===== src/rtl/pkt_sync_pkg.sv =====
/*
 shared types for the header/payload rejoin stage.
 beat structs are packed with data in the upper bits and the
 sideband fields below it, so the field order here is the wire order.
 the register map is four 16-bit words on a 2-bit address.
*/

package pkt_sync_pkg;

   // ------------------------------
   // packet id and beat formats
   // ------------------------------

   // packet id carried by every beat of both streams.
   typedef logic [7:0] pid_t;

   // header beat, 45 bits.
   typedef struct packed {
      logic [31:0] data;
      logic [3:0]  keep;
      logic        last;
      pid_t        pid;
   } hdr_beat_t;

   // payload beat, 82 bits.
   // hdr_tlast marks the beat that pairs with the last header beat.
   typedef struct packed {
      logic [63:0] data;
      logic [7:0]  keep;
      logic        last;
      pid_t        pid;
      logic        hdr_tlast;
   } pay_beat_t;

   // ------------------------------
   // synchronizer mode
   // ------------------------------

   // sop meets the first beats, hdr_tlast meets the header boundary.
   typedef enum logic [0:0] {
      SOP       = 1'b0,
      HDR_TLAST = 1'b1
   } sync_mode_t;

   // ------------------------------
   // register map
   // ------------------------------

   typedef logic [1:0]  reg_addr_t;
   typedef logic [15:0] reg_data_t;

   // bit 0 selects the mode.
   localparam reg_addr_t REG_MODE     = 2'd0;
   // released-pair count, a write clears it.
   localparam reg_addr_t REG_PAIRS    = 2'd1;
   // pid-mismatch episode count, a write clears it.
   localparam reg_addr_t REG_MISMATCH = 2'd2;
   // bit 0 is the live sop_mismatch flag.
   localparam reg_addr_t REG_STATUS   = 2'd3;

endpackage


===== src/rtl/stream_fifo.sv =====
/*
 valid/ready buffer FIFO for one beat stream.
 DEPTH must be a power of two and at least 2.
 in_ready drops when full, even if a read happens in that cycle.
 a beat written in one cycle shows on the output one cycle later.
 the output beat holds steady until it is read.
*/

`timescale 1ns/10ps

module stream_fifo #(
   parameter type BEAT_T = logic,
   parameter int  DEPTH  = 4
) (
   input  logic  axi4s_in0,
   input  logic  arst_n,

   input  logic  in_valid,
   output logic  in_ready,
   input  BEAT_T in_beat,

   output logic  out_valid,
   input  logic  out_ready,
   output BEAT_T out_beat
);

   localparam int PTR_W = $clog2(DEPTH);
   localparam int CNT_W = $clog2(DEPTH + 1);

   // storage, no reset on payload.
   BEAT_T mem [DEPTH];

   logic [PTR_W-1:0] wr_ptr;
   logic [PTR_W-1:0] rd_ptr;
   logic [CNT_W-1:0] count;
   logic             wr_en;
   logic             rd_en;

   // ------------------------------
   // handshake
   // ------------------------------

   assign in_ready  = (count != CNT_W'(DEPTH));
   assign out_valid = (count != '0);
   assign wr_en     = in_valid && in_ready;
   assign rd_en     = out_valid && out_ready;

   // head of the queue, addressed by the registered read pointer.
   assign out_beat = mem[rd_ptr];

   // ------------------------------
   // storage and pointers
   // ------------------------------

   always_ff @(posedge axi4s_in0) begin
      if (wr_en) begin
         mem[wr_ptr] <= in_beat;
      end
   end

   // pointers wrap on their own since DEPTH is a power of two.
   always_ff @(posedge axi4s_in0 or negedge arst_n) begin
      if (!arst_n) begin
         wr_ptr <= '0;
         rd_ptr <= '0;
         count  <= '0;
      end else begin
         if (wr_en) begin
            wr_ptr <= wr_ptr + 1'b1;
         end
         if (rd_en) begin
            rd_ptr <= rd_ptr + 1'b1;
         end
         // occupancy moves only when one side transfers alone.
         case ({wr_en, rd_en})
            2'b10:   count <= count + 1'b1;
            2'b01:   count <= count - 1'b1;
            default: count <= count;
         endcase
      end
   end

   // ------------------------------
   // checks
   // ------------------------------

   // occupancy stays within DEPTH, and a full FIFO has its write pointer back on the head.
   a_no_write_full: assert property (
      @(posedge axi4s_in0) disable iff (!arst_n)
      (count <= CNT_W'(DEPTH)) && ((count != CNT_W'(DEPTH)) || (wr_ptr == rd_ptr))
   );

   // an empty FIFO has its read pointer caught up with the write pointer.
   a_no_read_empty: assert property (
      @(posedge axi4s_in0) disable iff (!arst_n)
      (count == '0) |-> (wr_ptr == rd_ptr)
   );

endmodule


===== src/rtl/stream_sync.sv =====
/*
 holds back whichever stream reaches its sync point first.
 in0 must carry headers and in1 payloads, the hdr_tlast mode reads
 in1_beat.hdr_tlast. purely combinational from in to out.
 mode should only change while both streams are idle.
 after a pid mismatch the streams stay stalled until reset.
*/

`timescale 1ns/10ps

module stream_sync #(
   parameter type HDR_T = pkt_sync_pkg::hdr_beat_t,
   parameter type PAY_T = pkt_sync_pkg::pay_beat_t
) (
   input  logic                     axi4s_in0,
   input  logic                     arst_n,
   input  pkt_sync_pkg::sync_mode_t mode,

   input  logic                     in0_valid,
   output logic                     in0_ready,
   input  HDR_T                     in0_beat,
   input  logic                     in1_valid,
   output logic                     in1_ready,
   input  PAY_T                     in1_beat,

   output logic                     out0_valid,
   input  logic                     out0_ready,
   output HDR_T                     out0_beat,
   output logic                     out1_valid,
   input  logic                     out1_ready,
   output PAY_T                     out1_beat,

   output logic                     sync_event,
   output logic                     sop_mismatch
);

   logic sop0, sop1;
   logic xfer0, xfer1;
   logic both_sop, pid_match;
   logic at0, at1;
   logic sync_raw, sync_cond;
   logic rel0, rel1;
   logic stretch0, stretch1;

   // ------------------------------
   // start of packet tracking
   // ------------------------------

   assign xfer0 = in0_valid && in0_ready;
   assign xfer1 = in1_valid && in1_ready;

   // next beat is a sop after reset and after a last beat.
   always_ff @(posedge axi4s_in0 or negedge arst_n) begin
      if (!arst_n) begin
         sop0 <= 1'b1;
         sop1 <= 1'b1;
      end else begin
         if (xfer0) begin
            sop0 <= in0_beat.last;
         end
         if (xfer1) begin
            sop1 <= in1_beat.last;
         end
      end
   end

   // ------------------------------
   // sync condition
   // ------------------------------

   assign both_sop  = in0_valid && sop0 && in1_valid && sop1;
   assign pid_match = (in0_beat.pid == in1_beat.pid);

   // at0/at1 say the stream sits on its sync point.
   always_comb begin
      at0      = 1'b0;
      at1      = 1'b0;
      sync_raw = 1'b0;
      case (mode)
         pkt_sync_pkg::SOP: begin
            at0      = sop0;
            at1      = sop1;
            sync_raw = both_sop && pid_match;
         end
         pkt_sync_pkg::HDR_TLAST: begin
            at0      = in0_valid && in0_beat.last;
            at1      = in1_valid && in1_beat.hdr_tlast;
            sync_raw = at0 && at1;
         end
      endcase
   end

   // a new meeting waits until the previous one has fully handed over.
   assign sync_cond  = sync_raw && !stretch0 && !stretch1;
   assign sync_event = sync_cond;

   // release when not at the point, on sync, or while stretched.
   assign rel0 = sync_cond || stretch0 || !at0;
   assign rel1 = sync_cond || stretch1 || !at1;

   // only meaningful in sop mode, the stretched side is still the old pair.
   assign sop_mismatch = (mode == pkt_sync_pkg::SOP) && both_sop && !pid_match &&
                         !stretch0 && !stretch1;

   // ------------------------------
   // stretch registers
   // ------------------------------

   // keep a side released after sync until its own output takes the beat.
   always_ff @(posedge axi4s_in0 or negedge arst_n) begin
      if (!arst_n) begin
         stretch0 <= 1'b0;
         stretch1 <= 1'b0;
      end else begin
         if (out0_ready) begin
            stretch0 <= 1'b0;
         end else if (sync_cond) begin
            stretch0 <= 1'b1;
         end
         if (out1_ready) begin
            stretch1 <= 1'b0;
         end else if (sync_cond) begin
            stretch1 <= 1'b1;
         end
      end
   end

   // ------------------------------
   // stream signalling
   // ------------------------------

   assign in0_ready  = out0_ready && rel0;
   assign out0_valid = in0_valid && rel0;
   assign out0_beat  = in0_beat;

   assign in1_ready  = out1_ready && rel1;
   assign out1_valid = in1_valid && rel1;
   assign out1_beat  = in1_beat;

   // ------------------------------
   // checks
   // ------------------------------

   // a shown beat stays shown and unchanged until taken, relies on the FIFO hold.
   a_out0_hold: assert property (
      @(posedge axi4s_in0) disable iff (!arst_n)
      out0_valid && !out0_ready |=> out0_valid && $stable(out0_beat)
   );

   a_out1_hold: assert property (
      @(posedge axi4s_in0) disable iff (!arst_n)
      out1_valid && !out1_ready |=> out1_valid && $stable(out1_beat)
   );

   // a meeting that a side could not hand over at once is not followed by another.
   a_no_event_stretch: assert property (
      @(posedge axi4s_in0) disable iff (!arst_n)
      sync_event && !(out0_ready && out1_ready) |=> !sync_event
   );

endmodule


===== src/rtl/sync_regs.sv =====
/*
 mode register and status counters beside the synchronizer.
 writes take effect in the next cycle, reads are combinational.
 both counters saturate at 16'hffff, a write to either clears it.
 the mismatch count steps once per rising edge of sop_mismatch.
*/

`timescale 1ns/10ps

module sync_regs (
   input  logic                     axi4s_in0,
   input  logic                     arst_n,

   input  logic                     cfg_wr,
   input  pkt_sync_pkg::reg_addr_t  cfg_addr,
   input  pkt_sync_pkg::reg_data_t  cfg_wdata,
   output pkt_sync_pkg::reg_data_t  cfg_rdata,

   input  logic                     sync_event,
   input  logic                     sop_mismatch,
   output pkt_sync_pkg::sync_mode_t mode
);

   pkt_sync_pkg::reg_data_t pair_cnt;
   pkt_sync_pkg::reg_data_t mism_cnt;
   logic                    mism_q;
   logic                    mism_rise;
   logic                    wr_mode, clr_pairs, clr_mism;

   // ------------------------------
   // write decode
   // ------------------------------

   assign wr_mode   = cfg_wr && (cfg_addr == pkt_sync_pkg::REG_MODE);
   assign clr_pairs = cfg_wr && (cfg_addr == pkt_sync_pkg::REG_PAIRS);
   assign clr_mism  = cfg_wr && (cfg_addr == pkt_sync_pkg::REG_MISMATCH);

   // one count per mismatch episode.
   assign mism_rise = sop_mismatch && !mism_q;

   always_ff @(posedge axi4s_in0 or negedge arst_n) begin
      if (!arst_n) begin
         mode     <= pkt_sync_pkg::SOP;
         pair_cnt <= '0;
         mism_cnt <= '0;
         mism_q   <= 1'b0;
      end else begin
         mism_q <= sop_mismatch;
         if (wr_mode) begin
            mode <= pkt_sync_pkg::sync_mode_t'(cfg_wdata[0]);
         end
         // clear wins over a same-cycle increment.
         if (clr_pairs) begin
            pair_cnt <= '0;
         end else if (sync_event && (pair_cnt != '1)) begin
            pair_cnt <= pair_cnt + 1'b1;
         end
         if (clr_mism) begin
            mism_cnt <= '0;
         end else if (mism_rise && (mism_cnt != '1)) begin
            mism_cnt <= mism_cnt + 1'b1;
         end
      end
   end

   // ------------------------------
   // read mux
   // ------------------------------

   always_comb begin
      cfg_rdata = '0;
      case (cfg_addr)
         pkt_sync_pkg::REG_MODE:     cfg_rdata[0] = mode;
         pkt_sync_pkg::REG_PAIRS:    cfg_rdata    = pair_cnt;
         pkt_sync_pkg::REG_MISMATCH: cfg_rdata    = mism_cnt;
         pkt_sync_pkg::REG_STATUS:   cfg_rdata[0] = sop_mismatch;
      endcase
   end

   // a mismatched pair stays stalled, so it never counts as a released pair.
   a_mism_no_pair: assert property (
      @(posedge axi4s_in0) disable iff (!arst_n)
      sop_mismatch |-> !sync_event
   );

endmodule


===== src/rtl/pkt_sync_top.sv =====
/*
 header/payload rejoin stage, one FIFO per stream ahead of the synchronizer.
 hdr_out and pay_out readys are independent of each other.
 FIFO_DEPTH must be a power of two and at least 2.
 after reset mode is sop and both counts read zero.
*/

`timescale 1ns/10ps

module pkt_sync_top #(
   parameter int FIFO_DEPTH = 4
) (
   input  logic                    axi4s_in0,
   input  logic                    arst_n,

   // header and payload ingress.
   input  logic                    hdr_in_valid,
   output logic                    hdr_in_ready,
   input  pkt_sync_pkg::hdr_beat_t hdr_in_beat,
   input  logic                    pay_in_valid,
   output logic                    pay_in_ready,
   input  pkt_sync_pkg::pay_beat_t pay_in_beat,

   // synchronized egress.
   output logic                    hdr_out_valid,
   input  logic                    hdr_out_ready,
   output pkt_sync_pkg::hdr_beat_t hdr_out_beat,
   output logic                    pay_out_valid,
   input  logic                    pay_out_ready,
   output pkt_sync_pkg::pay_beat_t pay_out_beat,

   // register port.
   input  logic                    cfg_wr,
   input  pkt_sync_pkg::reg_addr_t cfg_addr,
   input  pkt_sync_pkg::reg_data_t cfg_wdata,
   output pkt_sync_pkg::reg_data_t cfg_rdata,

   output logic                    sop_mismatch
);

   // ------------------------------
   // internal wiring
   // ------------------------------

   logic                     hdr_q_valid, hdr_q_ready;
   pkt_sync_pkg::hdr_beat_t  hdr_q_beat;
   logic                     pay_q_valid, pay_q_ready;
   pkt_sync_pkg::pay_beat_t  pay_q_beat;
   pkt_sync_pkg::sync_mode_t mode;
   logic                     sync_event;

   // header buffer.
   stream_fifo #(
      .BEAT_T (pkt_sync_pkg::hdr_beat_t),
      .DEPTH  (FIFO_DEPTH)
   ) hdr_fifo (
      .axi4s_in0 (axi4s_in0),
      .arst_n    (arst_n),
      .in_valid  (hdr_in_valid),
      .in_ready  (hdr_in_ready),
      .in_beat   (hdr_in_beat),
      .out_valid (hdr_q_valid),
      .out_ready (hdr_q_ready),
      .out_beat  (hdr_q_beat)
   );

   // payload buffer.
   stream_fifo #(
      .BEAT_T (pkt_sync_pkg::pay_beat_t),
      .DEPTH  (FIFO_DEPTH)
   ) pay_fifo (
      .axi4s_in0 (axi4s_in0),
      .arst_n    (arst_n),
      .in_valid  (pay_in_valid),
      .in_ready  (pay_in_ready),
      .in_beat   (pay_in_beat),
      .out_valid (pay_q_valid),
      .out_ready (pay_q_ready),
      .out_beat  (pay_q_beat)
   );

   // headers on in0, payloads on in1.
   stream_sync #(
      .HDR_T (pkt_sync_pkg::hdr_beat_t),
      .PAY_T (pkt_sync_pkg::pay_beat_t)
   ) sync_i (
      .axi4s_in0    (axi4s_in0),
      .arst_n       (arst_n),
      .mode         (mode),
      .in0_valid    (hdr_q_valid),
      .in0_ready    (hdr_q_ready),
      .in0_beat     (hdr_q_beat),
      .in1_valid    (pay_q_valid),
      .in1_ready    (pay_q_ready),
      .in1_beat     (pay_q_beat),
      .out0_valid   (hdr_out_valid),
      .out0_ready   (hdr_out_ready),
      .out0_beat    (hdr_out_beat),
      .out1_valid   (pay_out_valid),
      .out1_ready   (pay_out_ready),
      .out1_beat    (pay_out_beat),
      .sync_event   (sync_event),
      .sop_mismatch (sop_mismatch)
   );

   sync_regs regs_i (
      .axi4s_in0    (axi4s_in0),
      .arst_n       (arst_n),
      .cfg_wr       (cfg_wr),
      .cfg_addr     (cfg_addr),
      .cfg_wdata    (cfg_wdata),
      .cfg_rdata    (cfg_rdata),
      .sync_event   (sync_event),
      .sop_mismatch (sop_mismatch),
      .mode         (mode)
   );

endmodule


===== config.mk =====
export PLATFORM = sky130hd
export DESIGN_NAME = pkt_sync_top
export DESIGN_NICKNAME = d
export VERILOG_FILES = /design/src/rtl/pkt_sync_pkg.sv /design/src/rtl/stream_fifo.sv /design/src/rtl/stream_sync.sv /design/src/rtl/sync_regs.sv /design/src/rtl/pkt_sync_top.sv
export SDC_FILE = /design/constraint.sdc
export NUM_CORES = 1
export LEC_CHECK = 0
export BUFFER_PORTS_ARGS = -buffer_cell sky130_fd_sc_hd__buf_2
export CORE_ASPECT_RATIO = 0.75
export CORE_MARGIN = 2
export CORE_UTILIZATION = 46
export CTS_BUF_LIST = sky130_fd_sc_hd__clkbuf_2
export DETAILED_ROUTE_END_ITERATION = 10
export GPL_TIMING_DRIVEN = 1
export PLACE_DENSITY = 0.69
export RECOVER_POWER = 50
export SYNTH_ARGS = -nofsm -noshare
export SYNTH_HDL_FRONTEND = slang
export SYNTH_SLANG_ARGS = --single-unit
export TNS_END_PERCENT = 50

===== constraint.sdc =====
create_clock -name axi4s_in0 -period 3.6 [get_ports axi4s_in0]
set_clock_uncertainty 0.15 [all_clocks]
set_input_delay 0.72 -clock axi4s_in0 [delete_from_list [all_inputs] [get_ports axi4s_in0]]
set_output_delay 0.72 -clock axi4s_in0 [all_outputs]
set_load 0.02 [all_outputs]

==> impl_metrics.env <==
export IMPL_ff2ff_setup_slack_ns=-0.49
export IMPL_syn_area_per_cell_um2=21.1
export IMPL_fmax_mhz=213
export IMPL_grt_pass1_wl_mm=74.9
export IMPL_critPathKind="reg2out"
export IMPL_synthCells=1026
export IMPL_rsz0062_at_grt="yes"
export IMPL_rr_startpoint="hdr_fifo.rd_ptr[0]"
export IMPL_port_buffers=284
export IMPL_maxUsedRoutingLayer="met4"
export IMPL_drt_vias_per_instance=5.21
export IMPL_max_slew_worst_pin_slew_ns=1.48
export IMPL_design_area_um2=28000
export IMPL_clk_path_buf_depth=3
export IMPL_r2r_end="pay_fifo.count[2]"
export IMPL_arrival_ns=3.82
export IMPL_p_comb_share_pct=42.0
export IMPL_route_vias_total=12300
export IMPL_wl_met1_mm=20.9
export IMPL_drt_wl_total_mm=49.7
export IMPL_cts_buffers=134
export IMPL_final_net_count=1807
export IMPL_drc=1
export IMPL_period_minus_slack_ns=4.69
export IMPL_clock_latency_ns=1.11
export IMPL_postPlaceCellArea_um2=24100
export IMPL_grt_usage_pct=20.7
export IMPL_finalCritPeriodShare_pct=130
export IMPL_ys_top_cells_by_area="edfxtp_1 (71%), mux4_2 (13%), dfrtp_1 (5.8%)"
export IMPL_syn_nets=1197
export IMPL_cts_clk_slew_worst_paths_ns=0.10
export IMPL_r2r_cells=22
export IMPL_cap_viol_max_count=0
export IMPL_finalHoldViolations=0
export IMPL_run_status="finished with violations"
export IMPL_utilization_pct=60.5
export IMPL_dr_pass1_iters=5
export IMPL_grt_overflow=0
export IMPL_gp_congestion=0.823
export IMPL_cts_root_buf="clkbuf_2"
export IMPL_setup_violations=81
export IMPL_layout_drive_gt1_share_pct=36.5
export IMPL_fin_cells=2362
export IMPL_holdPathEnd="sync_i.stretch0"
export IMPL_pwr_share_clk_pct=18.8
export IMPL_worstSetupStartpointType="register"
export IMPL_cts_sinks=560
export IMPL_power_leakage_nw=10.0
export IMPL_die_h_um=192
export IMPL_initial_core_util_pct=46.8
export IMPL_grt_pass1_vias=13200
export IMPL_cp_end_kind="primary output"
export IMPL_sequentialPowerShare_pct=39.2
export IMPL_async_reset_ff_share_pct=9.29
export IMPL_synth_distinct_cells=52
export IMPL_power_density_nw_per_um2=813
export IMPL_setup_ws_ns=-1.09
export IMPL_dp_cells=1944
export IMPL_synth_top_flop_cell="edfxtp_1"
export IMPL_drv_slew=0
export IMPL_synth_largest_area_cell="edfxtp_1"
export IMPL_cp_max_fo=3
export IMPL_violations="DRC, setup timing"
export IMPL_dieArea_um2=48800
export IMPL_fillers=3399
export IMPL_hp_start="hdr_out_ready"
export IMPL_p_sw_mw=7.85
export IMPL_drt_iter0_markers=856
export IMPL_ys_warn_count=0
export IMPL_hp_class="in2reg"
export IMPL_ctsHtreeMaxLevel=4
export IMPL_p_sw_share_pct=34.5
export IMPL_wl_met2_mm=24.5
export IMPL_tns_ns=-19.88
export IMPL_core_area_um2=46200
export IMPL_synth_most_common_cell="edfxtp_1"
export IMPL_antenna_found_initial=4
export IMPL_ios=300
export IMPL_yosysSeqAreaShare_pct=76.5
export IMPL_fin_hold_ws_ns=0.241
export IMPL_synth_top_cells_by_count="edfxtp_1 (508), mux4_2 (125), dfrtp_1 (50)"
export IMPL_cts_tree="done"
export IMPL_ir_drop_mv=0.504
export IMPL_die_width_um=254
export IMPL_p_total_mw=22.7
export IMPL_ys_ff_latch=560
export IMPL_p_int_mw=14.9
export IMPL_grt_max_degree=58
export IMPL_syn_to_final_growth_pct=29.3
export IMPL_wl_per_cell_um=21.1
export IMPL_wl_met3_mm=3.55
export IMPL_synth_edf_count=508
export IMPL_dp_slack_ns=-0.178
export IMPL_yosysTopAreaCellShare_pct=70.5
export IMPL_min_delay_path_depth=3
export IMPL_rows=68
export IMPL_synth_area_um2=21600
export IMPL_critical_path_required_ns=2.73
export IMPL_antenna_left=0
export IMPL_max_slew_margin_pct=1.16
export IMPL_dp_hpwl_mm=29.2
metal layers:
| layer | global-route usage [%] | up-vias |
|---|---|---|
| met5 | 0 | - |
| met4 | 6.31 | 0 |
| met3 | 6.37 | 68 |
| met2 | 32.9 | 436 |
| met1 | 27.7 | 6299 |
| li1 | - | 5514 |
state kept, by name, summed over array words and instances (netlist names):
register         cells
hdr_fifo.count       3
hdr_fifo.mem       180
hdr_fifo.rd_ptr      2
hdr_fifo.wr_ptr      2
pay_fifo.count       3
pay_fifo.mem       328
pay_fifo.rd_ptr      2
pay_fifo.wr_ptr      2
regs_i.mism_cnt     16
regs_i.mism_q        1
regs_i.mode          1
regs_i.pair_cnt     16
sync_i.sop0          1
sync_i.sop1          1
sync_i.stretch0      1
sync_i.stretch1      1
power by group through the flow:
| stage | logic [mW] | clock network (mW) | registers [mW] |
|---|---|---|---|
| 3_3_place_gp | 7.36 | 0 | 8.99 |
| 6_report | 9.54 | 4.28 | 8.90 |
| 5_1_grt | 10.1 | 4.77 | 9.01 |
| 3_5_place_dp | 7.42 | 0 | 9.07 |
| 2_1_floorplan | 4.93 | 0 | 8.92 |
| 4_1_cts | 9.43 | 4.40 | 8.90 |
how the worst max path moves through the flow:
stage / startpoint / end / cells past startpoint / slack (ns)
finish: pay_fifo.rd_ptr[0] / hdr_out_valid / 12 / -1.09
detailed placement: pay_fifo.rd_ptr[0] / hdr_fifo.count[2] / 13 / -0.18
global placement: pay_fifo.rd_ptr[0] / pay_fifo.count[2] / 13 / -0.06
floorplan: pay_fifo.rd_ptr[0] / pay_fifo.count[2] / 14 / -0.33
CTS: hdr_fifo.rd_ptr[0] / hdr_out_valid / 11 / -1.12
global route: pay_fifo.rd_ptr[0] / hdr_out_valid / 12 / -1.39
logic make-up after synthesis:
logic type | Yosys count | synth area share, %
DFF | 560 | 76.5
AOI/OAI and AO/OA | 69 | 2.30
and+or+nand+nor | 148 | 3.77
xor gates and xnor gates | 31 | 1.36
muxes | 136 | 13.7
buffers and inverters | 63 | 1.19
adders and majority gates | 19 | 1.17
cells in the final DEF, fill, tap and decap left out, drive strengths merged, types with 10 or more instances in the layout:
cell / n
edfxtp: 508
clkbuf: 332
buf: 248
dlygate4sd3: 136
mux4: 127
dfrtp: 50
nor2: 31
nand2: 31
inv: 23
a21oi: 21
ha: 17
xor2: 16
a22oi: 15
nor2b: 15
xnor2: 15
and3: 14
nand3: 13
clkinv: 12
o21ai: 11
or3: 10
layout make-up:
cell class	count	area (um^2)	share of cell area, %
antenna	8	20.0	0.0716
clock buffer	201	1010	3.60
clock inverter	23	241	0.863
inverter	22	85.1	0.304
multi-input combinational	403	4930	17.6
sequential	560	16600	59.2
tap	630	788	2.82
timing repair buffer	515	4330	15.5
critical path, cell delays in order, from the launching register on:
cell and delay [ns]:
dfrtp_4 0.51, buf_6 0.13, buf_6 0.11, mux4_2 0.46, xor2_2 0.21, nor4_4 0.41
buf_4 0.19, nand3_4 0.08, a21oi_4 0.18, buf_6 0.12, nor3_4 0.03, nor2_2 0.12
buf_4 0.16
repair_timing:
action	in CTS	in global routing
endpoints found under the setup margin	119	128
pin swaps	10	14
gates cloned	9	0
buffers inserted	34	22
gates resized for setup	202	73
hold buffers	137	0
hold endpoints to repair	586	0
Power figures use the tool's default switching activity.
